==> src/design/cache_ram.sv <==
// ---------------------------------------
// cache storage array
// line-indexed, clocked write, async read
// cleared by a sweep after reset
// ---------------------------------------

`timescale 1ns/1ps
`default_nettype none

module cache_ram #(
  parameter int LINE_IX_BITS = 8,
  parameter type entry_t = logic
) (
  input wire clk,
  input wire rst,
  input wire [LINE_IX_BITS-1:0] index,
  input wire we,
  input wire entry_t wdata,
  output entry_t rdata
);

  localparam int DEPTH = 1 << LINE_IX_BITS;

  entry_t mem [DEPTH];
  logic sweeping;
  logic [LINE_IX_BITS-1:0] sweep_ix;

  // one entry cleared per cycle until the last index is done
  always_ff @(posedge clk) begin
    if (rst) begin
      sweeping <= 1'b1;
      sweep_ix <= '0;
    end else if (sweeping) begin
      mem[sweep_ix] <= '0;
      sweep_ix <= sweep_ix + 1'b1;
      if (&sweep_ix) begin
        sweeping <= 1'b0;
      end
    end else if (we) begin
      mem[index] <= wdata;
    end
  end

  // entries read as cleared while the sweep is still running
  assign rdata = sweeping ? entry_t'('0) : mem[index];

  // the lookup and the controller must hold off until the array is clean
  a_no_write_in_sweep: assert property (@(posedge clk) disable iff (rst) sweeping |-> !we)
    else $error("cache_ram: write during reset sweep");

endmodule

`default_nettype wire

==> config.mk <==
export PLATFORM = sky130hd
export DESIGN_NAME = cache_ram
export DESIGN_NICKNAME = d
export VERILOG_FILES = /design/src/design/cache_ram.sv
export SDC_FILE = /design/constraint.sdc
export NUM_CORES = 1
export LEC_CHECK = 0
export ABC_CLOCK_PERIOD_IN_PS = 6700
export BUFFER_PORTS_ARGS = -buffer_cell sky130_fd_sc_hd__buf_2
export CAP_MARGIN = 30
export CORE_MARGIN = 1
export CORE_UTILIZATION = 28
export DETAILED_ROUTE_END_ITERATION = 6
export GPL_ROUTABILITY_DRIVEN = 0
export PLACE_DENSITY_LB_ADDON = 0.05
export RECOVER_POWER = 25
export SYNTH_ARGS = -nofsm -noshare
export SYNTH_HDL_FRONTEND = slang
export SYNTH_SLANG_ARGS = --single-unit
==> constraint.sdc <==
create_clock -name clk -period 6.7 [get_ports clk]
set_clock_uncertainty 0.1 [all_clocks]
set_input_delay 0.67 -clock clk [delete_from_list [all_inputs] [get_ports clk]]
set_output_delay 0.67 -clock clk [all_outputs]
set_load 0.01 [all_outputs]
# Word-level counts from Yosys, hierarchy flattened
# Memory sizes are Yosys's and may differ from the RTL's.
# Index checks and enable logic that the tools add are counted.
# W data, S select, Z words.
# totals
out_inout_bits	1
register_bits	9
mem_bits_rw	256
inputBits	12
n_memories	1
# op_classes
muxes	13
addsub	1
reduce_logical	2
# mem_list
memory	depth	word_bits	rd	rd_clocked_by_memory_dff	write_ports	line	rtl
mem	256	1	1	0	1	24	entry_t mem [DEPTH];
# op_table
op	n
$mux W1	12
$add A8 B1 Y8 const B	1
$mux W8	1
$reduce_and A8 Y1	1
$reduce_or A1 Y1	1

# Depth between registers and ports, before layout
# depth
depth_word	6
depth_mapped	10

# Least setup slack after synthesis
# OpenSTA, ideal clock, no wires.
# synth_path
path_type	input port to flip-flop
startpoint	input rst
endpoint	memory mem[0] in the netlist's numbering, data pin
t_arrival_ns	4.596
cell_stages	3
t_required_ns	5.727
slack_ns	1.131
setup_ns	0.873
cell_sequence	nor3b_2 -> buf_2 -> and2_1
# synth_between
elab_chain_len	4
# synth_lines
item	line	rtl
from (decl)	15	input wire rst,
$mux W1	30	if (rst) begin
$mux W1 (implied by the code)	40	mem[index] <= wdata;
$reduce_or A1 Y1 (no line)	-	
$mux W1 (no line)	-	
to (decl)	24	
# No other way between the ends.

# Worst setup path after layout
# layout_path
startpoint	register sweeping
endpoint	memory mem[83] in the netlist's numbering, data pin
# layout_between
elab_chain_len	5
# layout_lines
item	line	rtl
from (decl)	25	logic sweeping;
from (signal assigned)	31	sweeping <= 1'b1;
from (signal assigned)	37	sweeping <= 1'b0;
$mux W1	33	end else if (sweeping) begin
$mux W1	30	
$mux W1 (implied by the code)	40	
$reduce_or A1 Y1 (no line)	-	
$mux W1 (no line)	-	
# No other way between the ends.

==> metrics.yaml <==
fin_cells: 1459
ir_drop_mv: 0.132
placed_area_um2: 12500
max_stage_delay_ns: 2.66
final_nets: 912
row_count: 75
drtAntennaViolNets: 0
synth_top_area_share_pct: 63.7
crit_chain: "nor3b_2, and2_0, buf_4"
power_density_nw_per_um2: 272
rsz0062_at_grt: "no"
p_leak_nw: 4.60
synth_cell_types: 54
drive_above_1_share_pct: 13.2
drtIter0Drc: 584
layout_min_cycle_time_ns: 4.94
cts_tree: "done"
hold_class: "primary input to register"
h-tree-depth: 2
reg2reg_depth: 3
grt_start_max_net_pins: 94
finalCritPeriodShare_pct: 73.8
rr_endpoint: "mem[83]$_DFFE_PP_"
end_kind: "register"
core-area_um2: 42200
tns_ns: 0
hold_depth: 2
postLayoutCellArea_um2: 13600
syn_avg_cell_area_um2: 13.3
critPathMaxFanout: 93
rr_startpoint: "sweeping$_SDFF_PP1_"
die_h_um: 210
dp_slack_ns: 2.27
vias: 7338
grt_antenna_before_repair: 0
cts_hold_buffers: 0
die_area_um2: 44000
syn-num-nets: 920
viasPerCell: 5.03
synth.largest_area_cell: "edfxtp_1"
clkLatencyLatePin_ns: 0.54
cts_root_buf: "clkbuf_16"
drv_slew: 87
tightest_slew_ns: 3.65
fmax_mhz: 202
gr-total-overflow: 0
cap_violations: 2
dpl.hpwl_um: 22000
yosys-top-cells-area: "edfxtp_1 64%, nor2_1 8.6%, mux4_2 7.6%"
p_total_mw: 3.69
setup_viol: 0
grt_usage_pct: 16.4
layout_setup_ws_ns: 1.76
path_clk_slew_ns: 0.06
violations: "capacitance limit, slew limit"
io_pins: 13
place_inst: 1400
relSlewSlack_pct: -143
synthFlopType: "edfxtp_1"
critical_path_buf_inv_count: 1
status: "finished with violations"
ys_ff_latch: 265
drc_errors: 0
area_growth_pct: 12.6
worstPathRequired_ns: 6.81
diodes: 0
final_core_util_pct: 32.2
io_buffers: 12
dr.pass1.iters: 5
synthArstFlopShare_pct: 0
critical_path_class: "register to register"
crit_family: "simple AND/OR/NAND/NOR gates"
arrival_ns: 5.05
die_x_um: 210
critPathSlowestCell: "and2_0"
hold_ws_ns: 0.351
synth-edff-count: 256
rrSetupSlack_ns: 1.76
initial_utilization_pct: 28.6
ys_seq_area_share_pct: 65.2
cts_made_buffers: 34
cts_resized: 0
grt_pass1_wl_um: 51500
crit_start: "sweeping$_SDFF_PP1_"
final_cell_mix: "276 x nor2_1, 256 x edfxtp_1, 59 x nand2_1, 41 x mux4_2, 37 x clkbuf_16"
syn_area_um2: 12100
synth_cells: 907
start_kind: "register"
finalHoldViolCount: 0
min_to: "sweep_ix[3]$_SDFFE_PP0P_"
grt_pass1_vias: 7661
cts_buffer_depth: 3
hold_start: "rst"
drt-total-wl_um: 35100
yosysWarnings: 0
wl_per_cell_um: 24.0
post_cts_buffers: 0
layout.cells.most_common: "nor2_1"
clkSinkCount: 265
## power by group
group	leakage, nW	switching (mW)	internal (mW)
Sequential	2.89	0.00363	1.79
Combinational	1.20	0.0981	0.0447
Clock	0.514	0.696	1.06
## flip-flops by register name (all words and copies together) (netlist names)
name and count:
sweeping 1, sweep_ix 8, mem 256
## how the worst max path moves through the flow
stage	slack, ns	cells past startpoint	endpoint
detailed placement	2.27	9	rdata
global route	1.14	3	mem[29]$_DFFE_PP_
CTS	2.26	9	rdata
global placement	2.30	9	rdata
finish	1.76	3	mem[83]$_DFFE_PP_
floorplan	1.13	3	mem[0]$_DFFE_PP_
## layout make-up
class	instances	area [um^2]
fillers	4212	28600
flip-flops and latches	265	7870
multi-input cells	571	3780
clock buffers	47	983
well taps	539	674
repair buffers	24	198
clock inverters	10	71.3
inverters	3	11.3
## routing by layer
layer  vias up  track usage (%)  wire (um)
met4         0             5.94        832
met2       174             27.2      17100
met5         -                0          0
met1      3788             21.3      15300
li1       3327                -          -
met3        49             3.11       1910
## cells in the mapped netlist, types with 6 or more instances
cell	instances
clkbuf_1	17
dfxtp_1	9
a21oi_1	9
o221ai_1	6
edfxtp_1	256
buf_2	38
o22ai_1	7
nand2b_1	8
mux2i_1	34
nand2_1	59
nand4_1	7
buf_4	8
or3_1	7
o21ai_0	8
mux4_1	8
mux4_2	41
nor2_1	276
nand3b_1	12
nand3_1	32
## cells by family (layout without fill, tap and decap cells)
kind of cell	Yosys count	after routing	synth area share, %
simple gates	421	421	14.9
flops	265	265	65.2
mux	86	86	12.5
buf+inv	71	84	3.26
compound gates	58	58	3.70
xor+xnor	5	5	0.363
fa+ha+maj	1	1	0.104
No activity file was read; power rests on OpenSTA's default activity.
