[src/design/cache_pkg.sv]
// ---------------------------------------
// cache package
// shared widths, address fields and the
// cache, tag and burst bus structs
// ---------------------------------------

`default_nettype none

package cache_pkg;

  // processor and burst RAM widths
  localparam int WORD_BITS = 32;
  localparam int BEAT_BITS = 64;

  // address split: |line address|col|offset|
  localparam int OFFSET_BITS = 2;
  localparam int COL_BITS = 3;
  localparam int COLS = 1 << COL_BITS;
  localparam int BEATS = COLS * WORD_BITS / BEAT_BITS;
  localparam int LINE_ADDR_BITS = WORD_BITS - OFFSET_BITS - COL_BITS;
  // burst RAM addresses count 64-bit beats
  localparam int BEAT_ADDR_BITS = LINE_ADDR_BITS + $clog2(BEATS);

  typedef logic [WORD_BITS-1:0] word_t;
  typedef logic [WORD_BITS/8-1:0] strobe_t;
  typedef logic [BEAT_BITS-1:0] beat_t;

  // word 0 sits in the low bits, beat k holds words 2k and 2k+1
  typedef logic [COLS-1:0][WORD_BITS-1:0] line_t;

  // full line address kept, so tag width is independent of line count
  typedef struct packed {
    logic valid;
    logic dirty;
    logic [LINE_ADDR_BITS-1:0] line_addr;
  } tag_entry_t;

  // a request with any strobe bit set is a write
  typedef struct packed {
    word_t addr;
    word_t wdata;
    strobe_t strobe;
  } cpu_req_t;

  typedef struct packed {
    logic cmd_en;
    logic write;
    logic [BEAT_ADDR_BITS-1:0] addr;
    beat_t wdata;
  } br_req_t;

  typedef struct packed {
    beat_t rdata;
    logic rd_data_ready;
    logic busy;
  } br_rsp_t;

endpackage

`default_nettype wire

[src/design/burst_ctrl.sv]
// ---------------------------------------
// burst controller
// evicts dirty lines and fills missed
// lines over the burst RAM port
// ---------------------------------------

`timescale 1ns/1ps
`default_nettype none

module burst_ctrl import cache_pkg::*; #(
  parameter int LINE_IX_BITS = 8
) (
  input wire clk,
  input wire rst,
  input wire word_t req_addr,
  input wire is_write,
  input wire hit,
  input wire tag_entry_t tag_rd,
  input wire line_t line_rd,
  output logic fill_active,
  output logic fill_tag_we,
  output tag_entry_t fill_tag,
  output logic fill_line_we,
  output line_t fill_line,
  output br_req_t br_req,
  input wire br_rsp_t br_rsp
);

  localparam int BEAT_IX_BITS = $clog2(BEATS);
  localparam logic [BEAT_IX_BITS-1:0] LAST_BEAT = BEAT_IX_BITS'(BEATS - 1);

  // one-hot state encoding
  localparam logic [5:0] ST_IDLE = 6'b00_0001;
  localparam logic [5:0] ST_EVICT = 6'b00_0010;
  localparam logic [5:0] ST_FILL_WAIT = 6'b00_0100;
  localparam logic [5:0] ST_FILL_BEATS = 6'b00_1000;
  localparam logic [5:0] ST_COMMIT = 6'b01_0000;
  localparam logic [5:0] ST_FINISH = 6'b10_0000;

  logic [5:0] state;
  logic [BEAT_IX_BITS-1:0] beat_ix;
  logic rd_issued;
  logic [LINE_ADDR_BITS-1:0] req_line;
  logic [BEATS-1:0][BEAT_BITS-1:0] victim;
  logic [BEATS-1:0][BEAT_BITS-1:0] beat_buf;
  logic [LINE_IX_BITS:0] clear_cnt;
  logic clear_done;

  assign req_line = req_addr[WORD_BITS-1 -: LINE_ADDR_BITS];
  // same bit layout as line_t, viewed as beats
  assign victim = line_rd;

  // no command until the arrays have swept every line after reset
  always_ff @(posedge clk) begin
    if (rst) begin
      clear_cnt <= '0;
    end else if (!clear_done) begin
      clear_cnt <= clear_cnt + 1'b1;
    end
  end

  assign clear_done = clear_cnt[LINE_IX_BITS];

  always_ff @(posedge clk) begin
    if (rst) begin
      state <= ST_IDLE;
      br_req.cmd_en <= 1'b0;
      rd_issued <= 1'b0;
      beat_ix <= '0;
    end else begin
      // cmd_en is a single-cycle pulse
      br_req.cmd_en <= 1'b0;
      unique case (state)
        ST_IDLE: begin
          if (!hit && !br_rsp.busy && clear_done) begin
            br_req.cmd_en <= 1'b1;
            if (tag_rd.valid && tag_rd.dirty) begin
              // write back the victim, beat 0 goes with the command
              br_req.write <= 1'b1;
              br_req.addr <= {tag_rd.line_addr, {BEAT_IX_BITS{1'b0}}};
              br_req.wdata <= victim[0];
              beat_ix <= 1;
              rd_issued <= 1'b0;
              state <= ST_EVICT;
            end else begin
              br_req.write <= 1'b0;
              br_req.addr <= {req_line, {BEAT_IX_BITS{1'b0}}};
              rd_issued <= 1'b1;
              state <= ST_FILL_WAIT;
            end
          end
        end
        ST_EVICT: begin
          // beat_ix wraps to zero once the last beat is on the bus
          if (beat_ix != '0) begin
            br_req.wdata <= victim[beat_ix];
            beat_ix <= beat_ix + 1'b1;
          end else begin
            state <= ST_FILL_WAIT;
          end
        end
        ST_FILL_WAIT: begin
          if (!rd_issued) begin
            // read command after an eviction
            if (!br_rsp.busy) begin
              br_req.cmd_en <= 1'b1;
              br_req.write <= 1'b0;
              br_req.addr <= {req_line, {BEAT_IX_BITS{1'b0}}};
              rd_issued <= 1'b1;
            end
          end else if (br_rsp.rd_data_ready) begin
            beat_buf[0] <= br_rsp.rdata;
            beat_ix <= 1;
            state <= ST_FILL_BEATS;
          end
        end
        ST_FILL_BEATS: begin
          beat_buf[beat_ix] <= br_rsp.rdata;
          beat_ix <= beat_ix + 1'b1;
          if (beat_ix == LAST_BEAT) begin
            state <= ST_COMMIT;
          end
        end
        ST_COMMIT: begin
          state <= ST_FINISH;
        end
        ST_FINISH: begin
          rd_issued <= 1'b0;
          state <= ST_IDLE;
        end
        default: begin
          state <= ST_IDLE;
        end
      endcase
    end
  end

  // held high through the return cycle so the lookup keeps its ports idle
  assign fill_active = (state != ST_IDLE);

  assign fill_tag_we = (state == ST_COMMIT);
  assign fill_line_we = (state == ST_COMMIT);

  // zero outside commit, merged with the lookup ports by OR
  always_comb begin
    fill_tag = '0;
    fill_line = '0;
    if (state == ST_COMMIT) begin
      fill_tag.valid = 1'b1;
      fill_tag.line_addr = req_line;
      fill_line = beat_buf;
    end
  end

  // the read burst arrives without gaps after its first beat
  a_burst_no_gap: assert property (@(posedge clk) disable iff (rst)
    (state == ST_FILL_WAIT && rd_issued && br_rsp.rd_data_ready)
      |=> br_rsp.rd_data_ready [* (BEATS - 1)])
    else $error("burst_ctrl: gap in read burst");

  // a fill write never meets a write hit on the shared array ports
  a_one_writer: assert property (@(posedge clk) disable iff (rst)
    (fill_tag_we || fill_line_we) |-> !(hit && is_write))
    else $error("burst_ctrl: fill write overlaps write hit");

  // the tag array is read at the index of the pending request
  a_victim_index: assert property (@(posedge clk) disable iff (rst)
    (state == ST_IDLE && tag_rd.valid)
      |-> tag_rd.line_addr[LINE_IX_BITS-1:0] == req_line[LINE_IX_BITS-1:0])
    else $error("burst_ctrl: tag read at wrong index");

endmodule

`default_nettype wire

[config.mk]
export PLATFORM = sky130hd
export DESIGN_NAME = burst_ctrl
export DESIGN_NICKNAME = d
export VERILOG_FILES = /design/src/design/cache_pkg.sv /design/src/design/burst_ctrl.sv
export SDC_FILE = /design/constraint.sdc
export NUM_CORES = 1
export LEC_CHECK = 0
export ABC_AREA = 0
export ABC_CLOCK_PERIOD_IN_PS = 6600
export BUFFER_PORTS_ARGS = -buffer_cell sky130_fd_sc_hd__buf_2
export CORE_AREA = 3 3 295 297
export CTS_CLUSTER_SIZE = 12
export DETAILED_ROUTE_END_ITERATION = 8
export DIE_AREA = 0 0 298 300
export GPL_TIMING_DRIVEN = 0
export HOLD_SLACK_MARGIN = 0.02
export PLACE_DENSITY = 0.53
export SLEW_MARGIN = 10
export SYNTH_ARGS = -nofsm -noshare
export SYNTH_HDL_FRONTEND = slang
export SYNTH_SLANG_ARGS = --single-unit
export TNS_END_PERCENT = 100
[constraint.sdc]
create_clock -name clk -period 6.6 [get_ports clk]
set_input_delay 0.99 -clock clk [delete_from_list [all_inputs] [get_ports clk]]
set_output_delay 0.99 -clock clk [all_outputs]
set_load 0.03 [all_outputs]
Yosys cells after proc, flatten, opt, wreduce, memory -nomap -nowiden
Index checks and enable logic that the tools add are counted.
{"block": "totals", "regBits": 369, "wordCells": 92, "inputBits": 387}
{"block": "classes", "mux": 38, "n_eq_ne": 17, "n_lt_le_gt_ge": 2, "reduce_logical": 19, "bitwise": 1, "add_sub_neg": 2}
{"operator": "$mux W64", "count": 6}
{"operator": "$bwmux W256", "count": 1}
{"operator": "$mux W256", "count": 1}
{"operator": "$pmux W64 S2", "count": 2}
{"operator": "$bmux W64 S2", "count": 1}
{"operator": "$demux W64 S2", "count": 1}
{"operator": "$mux W95", "count": 1}
{"operator": "$mux W31", "count": 2}
{"operator": "$pmux W31 S2", "count": 1}
{"operator": "$mux W30", "count": 1}
{"operator": "$mux W6", "count": 5}
{"operator": "$pmux W6 S5", "count": 1}
{"operator": "$mux W27", "count": 1}
{"operator": "$ne A2 B2 Y1 const B", "count": 9}
{"operator": "$reduce_and A5 Y1", "count": 3}
{"operator": "$mux W2", "count": 5}
{"operator": "$add A9 B1 Y9 const B", "count": 1}
{"operator": "$mux W9", "count": 1}
{"operator": "$pmux W2 S4", "count": 1}
{"operator": "$reduce_bool A2 Y1", "count": 4}
{"operator": "$eq A6 B1 Y1 const B", "count": 1}
{"operator": "$eq A6 B2 Y1 const B", "count": 1}
{"operator": "$eq A6 B3 Y1 const B", "count": 1}
{"operator": "$eq A6 B4 Y1 const B", "count": 1}
{"operator": "other kinds (18)", "count": 27}

Longest topological paths before layout
{"block": "depth", "ltp_word": 6, "mapped_depth": 7, "depth_no_buf": 5}

Worst setup path before layout
No wires, ideal clock.
{"block": "synth_path", "kind": "reg2reg", "startpoint": "reg beat_ix[1]", "endpoint": "reg br_req[0] (netlist name), enable pin", "path_buffers": 2, "synth_period_minus_slack_ps": 7108, "path_slack_ps": -508, "stages_incl_launch_ff": 7, "t_arrival_ps": 6518, "path_cell_list": "dfxtp_1 -> clkbuf_1 -> clkbuf_1 -> inv_1 -> ha_1 -> a22o_1 -> a221oi_1"}
{"block": "synth_via", "elab_chain_cells": 3}
{"element": "start: declaration", "line": "burst_ctrl.sv:41", "rtl": "logic [BEAT_IX_BITS-1:0] beat_ix;"}
{"element": "start signal: assignment", "line": "burst_ctrl.sv:97", "rtl": "beat_ix <= beat_ix + 1'b1;"}
{"element": "start signal: assignment", "line": "burst_ctrl.sv:119", "rtl": "beat_ix <= beat_ix + 1'b1;"}
{"element": "$reduce_bool A2 Y1", "line": "burst_ctrl.sv:95", "rtl": "if (beat_ix != '0) begin"}
{"element": "$ne A2 B2 Y1 (no source line)"}
{"element": "$reduce_and A5 Y1 (no source line)"}
{"element": "end: declaration", "line": "burst_ctrl.sv:25", "rtl": "output br_req_t br_req,"}
No other way between the ends.
A chain may end at the register's enable or synchronous reset.

==> impl_results.md <==
* Die height at 300 um
* Final ANT Viol Nets at 0
* P_leak at just over 10 nW
* Area Overhead vs Synth at 42.4%
* Family with the most delay on the worst path: simple AND/OR/NAND/NOR gates
* Worst Setup Start Kind: register
* # fillers at 9004
* DP Cell Count at 3126
* Setup violators final at 0
* Top cells by area, synth: edfxtp_1, and2_1, mux4_2
* CTS tree: yes
* Clk buf depth at 3
* Synth top area share at 0.628
* Final Non-Filler Cells at 3211
* Period utilization at 0.644
* Post-Synth Adder-Cell Area at 0.00376
* Levels on crit path at 6
* Ys flop type: edfxtp_1
* IO Count at 770
* Synth Area per Inst at 14.0 um2
* RePlAce Congestion at 0.905
* Pin count of the biggest net entering global routing at 23
* R2R depth at 9
* Maximum vdd drop at 196 uV
* Pwr dens at 214 nW/um2
* Clock Skews at 35.2 ps
* Synth Cell Area at approximately 17000 um2
* Post-synthesis simple-gate area fraction at 0.202
* Final WL at 67000 um
* Crit path launch: state[0]
* Number of global-route vias before repair at around 13000
* Sink Count at 367
* Seq/Total Area, Yosys at 0.651
* Std-Cell Rows at approximately 110
* H-tree depth at 2
* Post-synth EDFFs at 348
* First-pass detailed-route iteration total at 5
* Max cap viols at 0
* Core Util, Final at 0.279
* Share of cells above drive strength 1 at 0.477
* Layout net count at 2420
* Worst path cell trace: or3_1 > nor4b_4 > buf_4 > clkbuf_2 > and2_1 > buf_2
* Initial DRC Count at 723
* Port Buffers at between 700 and 800
* Fmax at 0.235 GHz
* Total congestion overflow at 0
* Final worst slack at 2350 ps
* Worst reg2reg startpoint: beat_ix[1]
* Setup crit end kind: primary output
* Initial antenna violation count at 15
* Final max-slew violation count at 0
* GRT Total Usage at 0.142
* Pre-CTS setup slack at 2680 ps
* Worst Path Arrival at 3260 ps
* Initial Util at 0.196
* Tmin final at 4250 ps
* Status: finished clean
* Die boundary width at approximately 300 um
* Critical path class: register to primary output
* Synth area leader: edfxtp_1
* Post-CTS Hold Buffers at 0
* Slowest-stage cell, CP: nor4b_4
* Worst reg-to-reg setup slack at 2810 ps
* Worst-Margin Slew at 969 ps
* Core Area at 84900 um2
* First-pass GRT wire length at 93800 um
* Unique masters post-synth at around 50
* Setup Buffers After CTS at 0
* Routed WL per cell at 20.9 um
* CP Data Required Time at ~5600 ps
* Register bit total from synthesis at 367
* CP Capture Point: fill_line[64]
* Clk Latency, worst-skew pair at around 590 ps
* Post-CTS Resized at 0
* Detailed Place HPWL at 53600 um
* Unrepaired setup endpoints after global routing: no
* Compound-gate portion of the synthesized area at 0.0249
* Die ar. at 89400 um2
* Async set-reset flop share out of synthesis at 0
* Worst Path Buf+Inv at 3
* TritonCTS buffer count at 44
* Critical Path Max Stage Delay at 580 ps
* Mux share of post-synthesis cell area at 0.0872
* Largest family of logic cells by synthesized area: simple AND/OR/NAND/NOR gates
* Syn. warnings at 0
* Worst Hold Class: register to register
* # DRC at 0
* Synth Area in XOR/XNOR at 0.00368
* Via count at 13100
* Final Hold Fails at 0
* Clock Tree Root: clkbuf_16
* Via density at slightly above 4
* Clock-pin transition on the worst setup and hold timing paths at roughly 50 ps
* Slew headroom at 0.354
* CP Max Fanout at 11
* Top cells by count, synth: edfxtp_1, and2_1, nand2_1, nand3_1, mux4_2
* Mapped Cells at between 1000 and 1500
* Most numerous cell in the Yosys netlist: edfxtp_1
* Crit Reg-Reg Endpoint: br_req[7]
## worst min-delay path: stages, from the launching register on
cell	delay, ps
dfxtp_1	320
o21ai_0	80
a21oi_1	60
## cells in the final DEF, fill, tap and decap left out, types with 3 or more instances in the layout
master	instances
nor3_1	3
o21ai_0	5
buf_6	11
nor3b_1	3
buf_2	773
ha_1	5
or3_1	4
clkbuf_1	39
nor2b_1	53
and2_1	285
buf_4	30
dfxtp_1	19
conb_1	3
mux4_2	64
xnor2_1	4
clkinv_1	9
clkbuf_16	44
nand2_1	135
nor2_1	14
a22o_1	28
buf_8	5
buf_12	3
xor2_1	3
edfxtp_1	348
nor3b_2	3
inv_1	6
and2b_1	15
buf_1	5
diode_2	8
a21oi_1	6
clkbuf_2	22
nand3_1	65
clkinv_2	7
## layout make-up
class                           count  area (um2)  share of cell area
Clock buffer                       54        1140              0.0480
Multi-Input combinational cell    730        5430               0.229
Buffer                             86         432              0.0182
Timing Repair Buffer              793        4190               0.177
Sequential cell                   367       10800               0.457
Inverter                            6        22.5            0.000950
Clock inverter                     23         214             0.00903
Tap cell                         1144        1430              0.0604
Antenna cell                        8        20.0            0.000845
## report_power, final
group	internal [mW]	switching [mW]
clock network	1.31	1.00
logic	0.119	0.0973
registers	2.54	0.00158
total	3.97	1.10
## how the worst min path moves through the flow
stage,startpoint,cells after the start,to,slack [ps]
2_1_floorplan,clear_cnt[6],2,clear_cnt[6],450
3_5_place_dp,clear_cnt[6],2,clear_cnt[6],490
5_1_grt,clear_cnt[7],2,clear_cnt[7],550
4_1_cts,clear_cnt[6],2,clear_cnt[6],490
3_3_place_gp,clear_cnt[6],2,clear_cnt[6],470
6_report,clear_cnt[5],2,clear_cnt[5],520
## state kept, by name, indices dropped and copies added (netlist names)
| name | count |
|---|---|
| rd_issued | 1 |
| br_req | 93 |
| clear_cnt | 9 |
| beat_ix | 2 |
| beat_buf | 256 |
| state | 6 |
## logic make-up (layout without fill, tap and decap cells)
| kind of cell | Yosys count | count (layout) |
|---|---|---|
| AND/OR/NAND/NOR | 597 | 597 |
| flip-flops | 367 | 367 |
| buffers and inverters | 92 | 962 |
| multiplexers | 65 | 65 |
| AO/OA/AOI/OAI | 53 | 53 |
| XOR/XNOR | 7 | 7 |
| adder cells (fa/ha/maj) | 5 | 5 |
| other | 1 | 11 |
## through the flow
stage	area, um2	hold WS (ps)	TNS, ps	power [mW]
finish	23700	517	0	5.07
global placement	21900	468	-1234390	2.80
CTS	23700	491	0	5.16
global route	23700	549	0	5.24
floorplan	16700	454	-7640	2.64
detailed placement	22300	487	0	2.80
## routing by layer
| layer | global-route usage | wire, um |
|---|---|---|
| met5 | 0 | 54 |
| met4 | 0.0446 | 1950 |
| met3 | 0.0502 | 6270 |
| met2 | 0.245 | 32800 |
| met1 | 0.166 | 25900 |
Power figures use the tool's default switching activity.
