[config.mk]
export PLATFORM = sky130hd
export DESIGN_NAME = cache_lookup
export DESIGN_NICKNAME = d
export VERILOG_FILES = /design/src/design/cache_pkg.sv /design/src/design/cache_lookup.sv
export SDC_FILE = /design/constraint.sdc
export NUM_CORES = 1
export LEC_CHECK = 0
export BUFFER_PORTS_ARGS = -buffer_cell sky130_fd_sc_hd__buf_2
export CORE_AREA = 2 2 267 269
export DETAILED_ROUTE_END_ITERATION = 8
export DIE_AREA = 0 0 269 271
export REMOVE_ABC_BUFFERS = 1
export SYNTH_ARGS = -nofsm -noshare
export SYNTH_HDL_FRONTEND = slang
export SYNTH_SLANG_ARGS = --single-unit
[constraint.sdc]
create_clock -name vclk -period 3.9
set_input_delay 1.17 -clock vclk [all_inputs]
set_output_delay 1.17 -clock vclk [all_outputs]
set_load 0.01 [all_outputs]
[src/design/cache_pkg.sv]
// ---------------------------------------
// cache package
// shared widths, address fields and the
// cache, tag and burst bus structs
// ---------------------------------------

`default_nettype none

package cache_pkg;

  // processor and burst RAM widths
  localparam int WORD_BITS = 32;
  localparam int BEAT_BITS = 64;

  // address split: |line address|col|offset|
  localparam int OFFSET_BITS = 2;
  localparam int COL_BITS = 3;
  localparam int COLS = 1 << COL_BITS;
  localparam int BEATS = COLS * WORD_BITS / BEAT_BITS;
  localparam int LINE_ADDR_BITS = WORD_BITS - OFFSET_BITS - COL_BITS;
  // burst RAM addresses count 64-bit beats
  localparam int BEAT_ADDR_BITS = LINE_ADDR_BITS + $clog2(BEATS);

  typedef logic [WORD_BITS-1:0] word_t;
  typedef logic [WORD_BITS/8-1:0] strobe_t;
  typedef logic [BEAT_BITS-1:0] beat_t;

  // word 0 sits in the low bits, beat k holds words 2k and 2k+1
  typedef logic [COLS-1:0][WORD_BITS-1:0] line_t;

  // full line address kept, so tag width is independent of line count
  typedef struct packed {
    logic valid;
    logic dirty;
    logic [LINE_ADDR_BITS-1:0] line_addr;
  } tag_entry_t;

  // a request with any strobe bit set is a write
  typedef struct packed {
    word_t addr;
    word_t wdata;
    strobe_t strobe;
  } cpu_req_t;

  typedef struct packed {
    logic cmd_en;
    logic write;
    logic [BEAT_ADDR_BITS-1:0] addr;
    beat_t wdata;
  } br_req_t;

  typedef struct packed {
    beat_t rdata;
    logic rd_data_ready;
    logic busy;
  } br_rsp_t;

endpackage

`default_nettype wire

[src/design/cache_lookup.sv]
// ---------------------------------------
// cache lookup
// address split, hit check, word select
// and byte-strobed write-hit merge
// ---------------------------------------

`timescale 1ns/1ps
`default_nettype none

module cache_lookup import cache_pkg::*; #(
  parameter int LINE_IX_BITS = 8
) (
  input wire cpu_req_t req,
  input wire tag_entry_t tag_rd,
  input wire line_t line_rd,
  input wire fill_active,
  output logic [LINE_IX_BITS-1:0] index,
  output logic hit,
  output word_t data_out,
  output logic data_ready,
  output logic busy,
  output logic tag_we,
  output tag_entry_t tag_wr,
  output logic line_we,
  output line_t line_wr
);

  localparam int IX_LO = OFFSET_BITS + COL_BITS;
  localparam int STROBES = WORD_BITS / 8;

  logic [COL_BITS-1:0] col;
  logic [LINE_ADDR_BITS-1:0] line_addr;
  logic is_write;
  logic write_hit;

  // |line address|col|offset|, the index is the low part of the line address
  assign col = req.addr[OFFSET_BITS +: COL_BITS];
  assign index = req.addr[IX_LO +: LINE_IX_BITS];
  assign line_addr = req.addr[WORD_BITS-1 -: LINE_ADDR_BITS];
  assign is_write = |req.strobe;

  assign hit = tag_rd.valid && (tag_rd.line_addr == line_addr);

  // word select from the async array read
  assign data_out = line_rd[col];

  // busy also covers the return cycle of a fill, when the tag already matches
  assign busy = !hit || fill_active;
  assign data_ready = hit && !is_write && !fill_active;

  // the fill owns both write ports while it runs
  assign write_hit = hit && is_write && !fill_active;
  assign tag_we = write_hit;
  assign line_we = write_hit;

  // write data stays zero when idle, the top level ORs it with the fill data
  always_comb begin
    tag_wr = '0;
    line_wr = '0;
    if (write_hit) begin
      tag_wr.valid = 1'b1;
      tag_wr.dirty = 1'b1;
      tag_wr.line_addr = line_addr;
      line_wr = line_rd;
      // only the enabled bytes of the addressed word change
      for (int b = 0; b < STROBES; b++) begin
        if (req.strobe[b]) begin
          line_wr[col][8*b +: 8] = req.wdata[8*b +: 8];
        end
      end
    end
  end

endmodule

`default_nettype wire

# Word level (Yosys, flattened, before mapping)
# Index checks and enable logic that the tools add are counted.
word_totals:
  ff_bits: 0
  latch_bits: 0
  mem_bits_rw: 0
  rom_bits: 0
  input_bits: 354
  out_inout_bits: 330
  n_memories: 0
classes:
  addsub: 0
  multipliers: 0
  n_div: 0
  order_cmp: 2
  n_eq_ne: 1
  shifts: 0
  mux: 23
  bitwise: 0
  n_reduce_logical: 11
ops:
  columns: ["operator", "count"]
  rows:
  - ["2-to-1 mux 256 bit", 8]
  - ["bitwise mux 256 bit", 4]
  - ["demux 32 bit (select 3 bit)", 4]
  - ["binary-select mux 32 bit (select 3 bit)", 1]
  - ["2-to-1 mux 32 bit", 2]
  - ["2-to-1 mux 29 bit", 1]
  - ["== test 27 bit", 1]
  - ["2-to-1 mux 24 bit", 1]
  - ["2-to-1 mux 16 bit", 1]
  - ["2-to-1 mux 8 bit", 1]
  - ["logical AND 1 bit", 6]
  - ["< comparator 3 x 4 -> 1 bit (second input constant)", 1]
  - ["OR reduction 4 bit", 1]
  - ["greater-or-equal comparator 3 x 1 -> 1 bit (second input constant)", 1]
  - ["zero test 1 bit", 3]
  - ["logical OR 1 bit", 1]

# Depth between registers and ports, before layout
# Gate-level depths: netlist of the first run.
depth:
  word_depth: 16
  depth_mapped: 9

# Worst setup path before layout of the first run
# OpenSTA, ideal clock, no wires.
synth_timing:
  path_type: "input to output"
  from: "input port tag_rd[24] in the netlist's numbering"
  to: "output port tag_we"
  t_arrival_ps: 2780
  t_required_ps: 2730
  path_slack_ps: -50
  stages: 8
  path_buffers: 4
  cell_sequence: "xnor2_1 -> nand4_1 -> or4_1 -> buf_2 -> buf_6 -> buf_6 -> nor2_1 -> buf_4"
synth_via:
  elab_chain_cells: 4
synth_rtl:
  columns: ["item", "line_no", "rtl"]
  rows:
  - ["start: declaration", "cache_lookup.sv:14", "input wire tag_entry_t tag_rd,"]
  - ["== test 27 bit", "cache_lookup.sv:42", "assign hit = tag_rd.valid && (tag_rd.line_addr == line_addr);"]
  - ["logical AND 1 bit", "cache_lookup.sv:42", null]
  - ["logical AND 1 bit (2 in a row)", "cache_lookup.sv:52", "assign write_hit = hit && is_write && !fill_active;"]
  - ["end: declaration", "cache_lookup.sv:22", "output logic tag_we,"]
# Every way passes these cells.

==> results of run 1 <==
[kinds of logic (layout without fill, tap and decap cells)]
logic type / Yosys count / after routing / synth area share, %
AO/OA/AOI/OAI: 94 / 94 / 8.64
XOR/XNOR: 27 / 27 / 2.80
buffers and inverters: 181 / 918 / 11.6
multiplexers: 320 / 320 / 41.0
other: 0 / 9 / 0
AND/OR/NAND/NOR: 384 / 384 / 35.9
[metrics by stage]
step | cell area (um2) | power [W]
2_1_floorplan | 7560 | 0.000396
3_3_place_gp | 14400 | 0.00108
3_5_place_dp | 14400 | 0.00108
4_1_cts | 14600 | 0.00109
5_1_grt | 14700 | 0.00117
6_report | 14700 | 0.00109
[placed cells by master, fill, tap and decap left out, types with 2 or more instances in the layout]
cell and instances:
sky130_fd_sc_hd__buf_4 156, sky130_fd_sc_hd__xnor2_1 21, sky130_fd_sc_hd__diode_2 9, sky130_fd_sc_hd__mux4_2 16, sky130_fd_sc_hd__nor3_1 48, sky130_fd_sc_hd__a22oi_1 22, sky130_fd_sc_hd__o22ai_1 11, sky130_fd_sc_hd__nor2_2 11
sky130_fd_sc_hd__and3_1 5, sky130_fd_sc_hd__inv_2 2, sky130_fd_sc_hd__nor3_4 14, sky130_fd_sc_hd__o2bb2ai_1 2, sky130_fd_sc_hd__buf_12 53, sky130_fd_sc_hd__xor2_1 4, sky130_fd_sc_hd__xnor2_2 2, sky130_fd_sc_hd__mux2i_1 261
sky130_fd_sc_hd__mux2_2 43, sky130_fd_sc_hd__nand2_1 27, sky130_fd_sc_hd__buf_2 668, sky130_fd_sc_hd__nand2b_1 6, sky130_fd_sc_hd__nor3_2 222, sky130_fd_sc_hd__nor2_1 16, sky130_fd_sc_hd__a21oi_1 2, sky130_fd_sc_hd__nand3_1 16
sky130_fd_sc_hd__o221ai_1 3, sky130_fd_sc_hd__buf_6 8, sky130_fd_sc_hd__a221oi_1 44, sky130_fd_sc_hd__inv_1 28, sky130_fd_sc_hd__buf_8 3, sky130_fd_sc_hd__nand4_1 6, sky130_fd_sc_hd__o21ai_0 9
[path summary, 6_finish.rpt]
kind                            to  slack [ns]  cells after the start
worst min-delay path      index[3]        2.57                      2
worst max-delay path  line_wr[194]       -0.35                      9
[area by class of cell]
type	count	area share [%]
Inverter	30	0.766
Timing Repair Buffer	888	38.8
Antenna cell	9	0.153
Tap cell	940	8.00
Multi-Input combinational cell	825	52.3
[power breakdown]
part | total (W) | internal (W) | switching (W) | leakage [nW]
sequential | 0 | 0 | 0 | 0
clock | 0.0000000000909 | 0.0000000000909 | 0 | 0.0000540
combinational | 0.00109 | 0.000494 | 0.000599 | 7.01
total | 0.00109 | 0.000494 | 0.000599 | 7.01
[repair_timing]
| action | 4_1_cts | 5_1_grt |
|---|---|---|
| endpoints found under the setup margin | 300 | 308 |
| cloned | 0 | 0 |
| pin swaps | 13 | 0 |
| gates resized for setup | 37 | 28 |
| endpoints found under the hold margin | 0 | 0 |
[per-layer routing]
layer	global-route usage, %	routed length, um	vias to the layer above
met3	2.34	4770	115
met2	27.5	29700	695
li1	-	-	5278
met5	0	13	-
met1	19.8	26000	5560
met4	4.75	2070	2
==> impl_summary.txt, run 1 <==
----------------------------------------------------
[STA]
  Clock period minus worst slack ... 4.25 ns
  Final Slew Violations ... 0
  Period Utilization, post-route ... 109%
  Final worst slack ... -0.348 ns
  Worst-case hold slack ... 2.57 ns
  Total count of hold-check failures in the final report ... 0
  Finish-stage setup viols ... 291
  Setup total negative slack ... -62.13 ns
  Unrepaired setup endpoints after global routing ... true
  Maximum achievable frequency ... 235 MHz
  Max-slew headroom ... 58.5%
  Worst-margin pin slew ... 0.622 ns

[Status]
  Violations in the final reports ... setup timing
  Result of the run ... finished with violations

[Clock tree]
  Post-CTS Repair Setup Buffers ... 0
  Number of hold buffers added after cts ... 0

[Floorplanning]
  IO Pins ... 684
  Site row count ... 97
  Initial Utilization ... 12.1%
  Area of the core region ... 69,800 um2
  Total die area ... 72,900 um2
  Height of the die ... 271 um
  Die extent in x ... 269 um

[Synth]
  Yosys Warn Count ... 0
  Largest cells by area after synthesis ... sky130_fd_sc_hd__mux2i_1, sky130_fd_sc_hd__nor3_2, sky130_fd_sc_hd__mux2_2
  Synthesized area ... 8430 um2
  Cell with the most instances after synthesis ... sky130_fd_sc_hd__mux2i_1
  Area leader, netlist ... sky130_fd_sc_hd__mux2i_1
  Fraction of the yosys area taken by sequential cells ... 0%
  Most common library cells after synthesis ... sky130_fd_sc_hd__mux2i_1, sky130_fd_sc_hd__nor3_2, sky130_fd_sc_hd__nor3_1
  Number of distinct standard cells referenced by the synthesized netlist ... 38
  Number of cells produced by synthesis ... 1,006
  Portion of synthesized cell area occupied by the leading cell type ... 31.0%
  Mean post-synth cell area ... 8.38 um2

[Final layout]
  Sequential cells ... 0
  Growth of design area from synthesis to finish ... 74.5%
  Fraction of final layout cells with drive strength greater than 1 ... 69.2%
  Post-Layout Cell Count ... 2,692
  Number of nets in the final layout ... 2,099
  Number of filler instances in the final layout ... 7,717
  Sequential standard cell area ... 0 um2
  Multi-input logic area ... 7690 um2
  Post-route core utilization ... 21.1%
  Total of clock buffers placed in the layout ... 0

[Setup path]
  Type of element launching the critical path ... input pin
  CP Data Required Time ... 2.73 ns
  Combined buffer and inverter count along the critical path ... 5
  List of cells traversed by the critical path ... buf_6, xnor2_2, buf_4, nand4_1, or4_4, buf_12, buf_12, nor3_4, buf_2
  Source of the critical timing path ... tag_rd[19]
  Critical Path Most Common Cell ... sky130_fd_sc_hd__buf_12
  Max FO, Critical Path ... 20
  Largest stage delay, worst path ... 0.58 ns
  Crit end category ... primary output
  Crit-path leading delay family ... simple AND/OR/NAND/NOR gates
  Arr. time, crit path ... 3.08 ns
  Classification of the worst setup path ... in2out
  Slowest library cell on the worst path ... sky130_fd_sc_hd__or4_4

[Routing]
  Remaining routing DRC violations ... 0
  Number of vias per cell ... 4.33
  Total via count after detailed routing ... 11,700
  Count of routing violations after the opening detailed-route iteration ... 776
  Remaining number of nets flagged by the antenna check after routing ... 0
  Sum of routed wire length over all layers ... 62.5 mm
  Routed length per instance ... 23.2 um
  Pre-Repair DR Iteration Count ... 5

[GRT]
  Antenna violations before repair ... 12
  Number of global-route vias before repair ... 11,300
  GR Overflow Total ... 0
  Total global routing track utilization ... 15.8%
  Pin count of the biggest net entering global routing ... 41
  Wire length of the first global-routing pass ... 83.1 mm

[Placement]
  Total half-perimeter wirelength after legalization and detailed placement ... 52.3 mm
  # port buffers ... 681
  DP Cell Count ... 2,683
  Worst-case setup slack after placement ... -0.367 ns
  Routability-driven placement congestion ratio ... 0.928

[Power]
  Worst ir drop on vdd ... 38.0 uV
  Leak pwr ... 7.01 nW
  Power Density ... 74.3 nW/um2

[Min path]
  Worst Min Path Start ... req[44]
  Worst min-delay path class ... in2out

[Job]
  Max-capacitance violation count ... 0

----------------------------------------------------
No activity file was read; power rests on OpenSTA's default activity.
==> inputs of run 2 (changes only) <==
Settings changed: SETUP_SLACK_MARGIN set to 0.1.
==> impl_summary.txt, run 2 (synthesis gave the netlist of run 1 again) <==
----------------------------------------------------
[Setup path]
  Crit end category ... primary output (unchanged)
  Arr. time, crit path ... 3.07 ns (was 3.08 ns)
  Source of the critical timing path ... tag_rd[19] (unchanged)
  Type of element launching the critical path ... input pin (unchanged)
  CP Data Required Time ... 2.73 ns (about the same)
  Classification of the worst setup path ... in2out (unchanged)
  Max FO, Critical Path ... 20 (unchanged)

[Clock tree]
  Number of hold buffers added after cts ... 0 (unchanged)
  Post-CTS Repair Setup Buffers ... 0 (unchanged)

[STA]
  Clock period minus worst slack ... 4.24 ns (was 4.25 ns)
  Worst-margin pin slew ... 0.528 ns (was 0.622 ns)
  Max-slew headroom ... 63.8% (was 58.5%)
  Maximum achievable frequency ... 236 MHz (was 235 MHz)
  Final Slew Violations ... 0 (unchanged)
  Finish-stage setup viols ... 290 (was 291)
  Period Utilization, post-route ... 109% (about the same)
  Setup total negative slack ... -60.94 ns (was -62.13 ns)
  Total count of hold-check failures in the final report ... 0 (unchanged)
  Final worst slack ... -0.337 ns (was -0.348 ns)
  Unrepaired setup endpoints after global routing ... true (unchanged)

[Final layout]
  Number of nets in the final layout ... 2,099 (unchanged)
  Total of clock buffers placed in the layout ... 0 (unchanged)
  Sequential cells ... 0 (unchanged)
  Growth of design area from synthesis to finish ... 74.6% (was 74.5%)
  Final non-filler cell area ... 14,700 um2 (about the same)
  Most common cell after layout, fill and taps aside ... sky130_fd_sc_hd__buf_2 (unchanged)
  Sequential standard cell area ... 0 um2 (unchanged)
  Fraction of final layout cells with drive strength greater than 1 ... 69.2% (unchanged)
  Commonest cells after routing, fill and taps aside ... sky130_fd_sc_hd__buf_2, sky130_fd_sc_hd__mux2i_1, sky130_fd_sc_hd__nor3_2, sky130_fd_sc_hd__buf_4, sky130_fd_sc_hd__buf_12 (unchanged)

[Placement]
  Worst-case setup slack after placement ... -0.367 ns (unchanged)
  Total half-perimeter wirelength after legalization and detailed placement ... 52.3 mm (unchanged)
  Post-placement cell area ... 14,400 um2 (unchanged)
  # port buffers ... 681 (unchanged)
  Routability-driven placement congestion ratio ... 0.928 (unchanged)

[GRT]
  GR Overflow Total ... 0 (unchanged)
  Antenna violations before repair ... 12 (unchanged)
  Number of global-route vias before repair ... 11,300 (unchanged)
  Total global routing track utilization ... 15.8% (unchanged)
  Wire length of the first global-routing pass ... 83.1 mm (unchanged)
  Pin count of the biggest net entering global routing ... 41 (unchanged)

[Floorplanning]
  Site row count ... 97 (unchanged)
  Die extent in x ... 269 um (unchanged)
  Initial Utilization ... 12.1% (unchanged)
  Total die area ... 72,900 um2 (unchanged)
  IO Pins ... 684 (unchanged)
  Area of the core region ... 69,800 um2 (unchanged)
  Height of the die ... 271 um (unchanged)

[Routing]
  Routed length per instance ... 23.3 um (was 23.2 um)
  Remaining routing DRC violations ... 0 (unchanged)
  Pre-Repair DR Iteration Count ... 5 (unchanged)
  Sum of routed wire length over all layers ... 62.6 mm (was 62.5 mm)
  Count of routing violations after the opening detailed-route iteration ... 818 (was 776)
  Remaining number of nets flagged by the antenna check after routing ... 0 (unchanged)
  Number of vias per cell ... 4.33 (about the same)
  Total via count after detailed routing ... 11,700 (about the same)

[Min path]
  Hold-critical path depth ... 2 (unchanged)
  Worst Min Path Start ... req[48] (was req[44])
  Worst min-delay path class ... in2out (unchanged)

[Status]
  Violations in the final reports ... setup timing (unchanged)
  Result of the run ... finished with violations (unchanged)

[Power]
  Power Density ... 74.4 nW/um2 (was 74.3 nW/um2)
  Worst ir drop on vdd ... 38.5 uV (was 38.0 uV)
  Leak pwr ... 7.02 nW (was 7.01 nW)

[Job]
  Max-capacitance violation count ... 0 (unchanged)

----------------------------------------------------
## run 2: cell count changes in the layout (fill, tap and decap cells not counted)
cell / delta
sky130_fd_sc_hd__buf_8: +2
sky130_fd_sc_hd__diode_2: -3
sky130_fd_sc_hd__buf_4: -1
sky130_fd_sc_hd__buf_6: -1
sky130_fd_sc_hd__buf_12: -1
sky130_fd_sc_hd__buf_16: +1
## run 2: report_power, final
group / switching [W] / internal (W) / total [W]
clock: 0 / 0.000000000206 / 0.000000000206
combinational: 0.000598 / 0.000496 / 0.00109
sequential: 0 / 0 / 0
## run 2: metrics by stage
step	power (W)	instances	utilization [%]	hold WS (ns)
2_1_floorplan	0.000396	855	-	2.34
3_3_place_gp	0.00108	2683	20.6	2.56
3_5_place_dp	0.00108	2683	20.6	2.57
4_1_cts	0.00109	2683	20.9	2.57
5_1_grt	0.00117	2689	21.1	2.57
6_report	0.00109	2689	21.1	2.57
## run 2: cell type report
cell class	instances	area, um2
diodes	6	15.0
fillers	7717	55100
inverters	30	113
multi-input cells	825	7690
well taps	940	1180
repair buffers	888	5730
## run 2: repair_timing
item | CTS | global route
endpoints found under the setup margin | 311 | 316
gates resized for setup | 37 | 32
pin swaps | 13 | 1
## run 2: worst paths after layout
check	slack (ns)	endpoint
worst max-delay path	-0.34	line_wr[194]
worst min-delay path	2.57	index[7]
## run 2: critical path: stages
cell and delay [ns]:
sky130_fd_sc_hd__buf_6 0.10, sky130_fd_sc_hd__xnor2_2 0.13, sky130_fd_sc_hd__buf_4 0.14, sky130_fd_sc_hd__nand4_1 0.08, sky130_fd_sc_hd__or4_4 0.58, sky130_fd_sc_hd__buf_12 0.20, sky130_fd_sc_hd__buf_12 0.21, sky130_fd_sc_hd__nor3_4 0.22
sky130_fd_sc_hd__buf_2 0.17
## run 2: routing by layer
layer / routed length (um) / vias to the layer above / track usage, %
li1: - / 5262 / -
met1: 26200 / 5563 / 19.8
met2: 29600 / 705 / 27.5
met3: 4600 / 120 / 2.34
met4: 2120 / 2 / 4.75
met5: 13 / - / 0
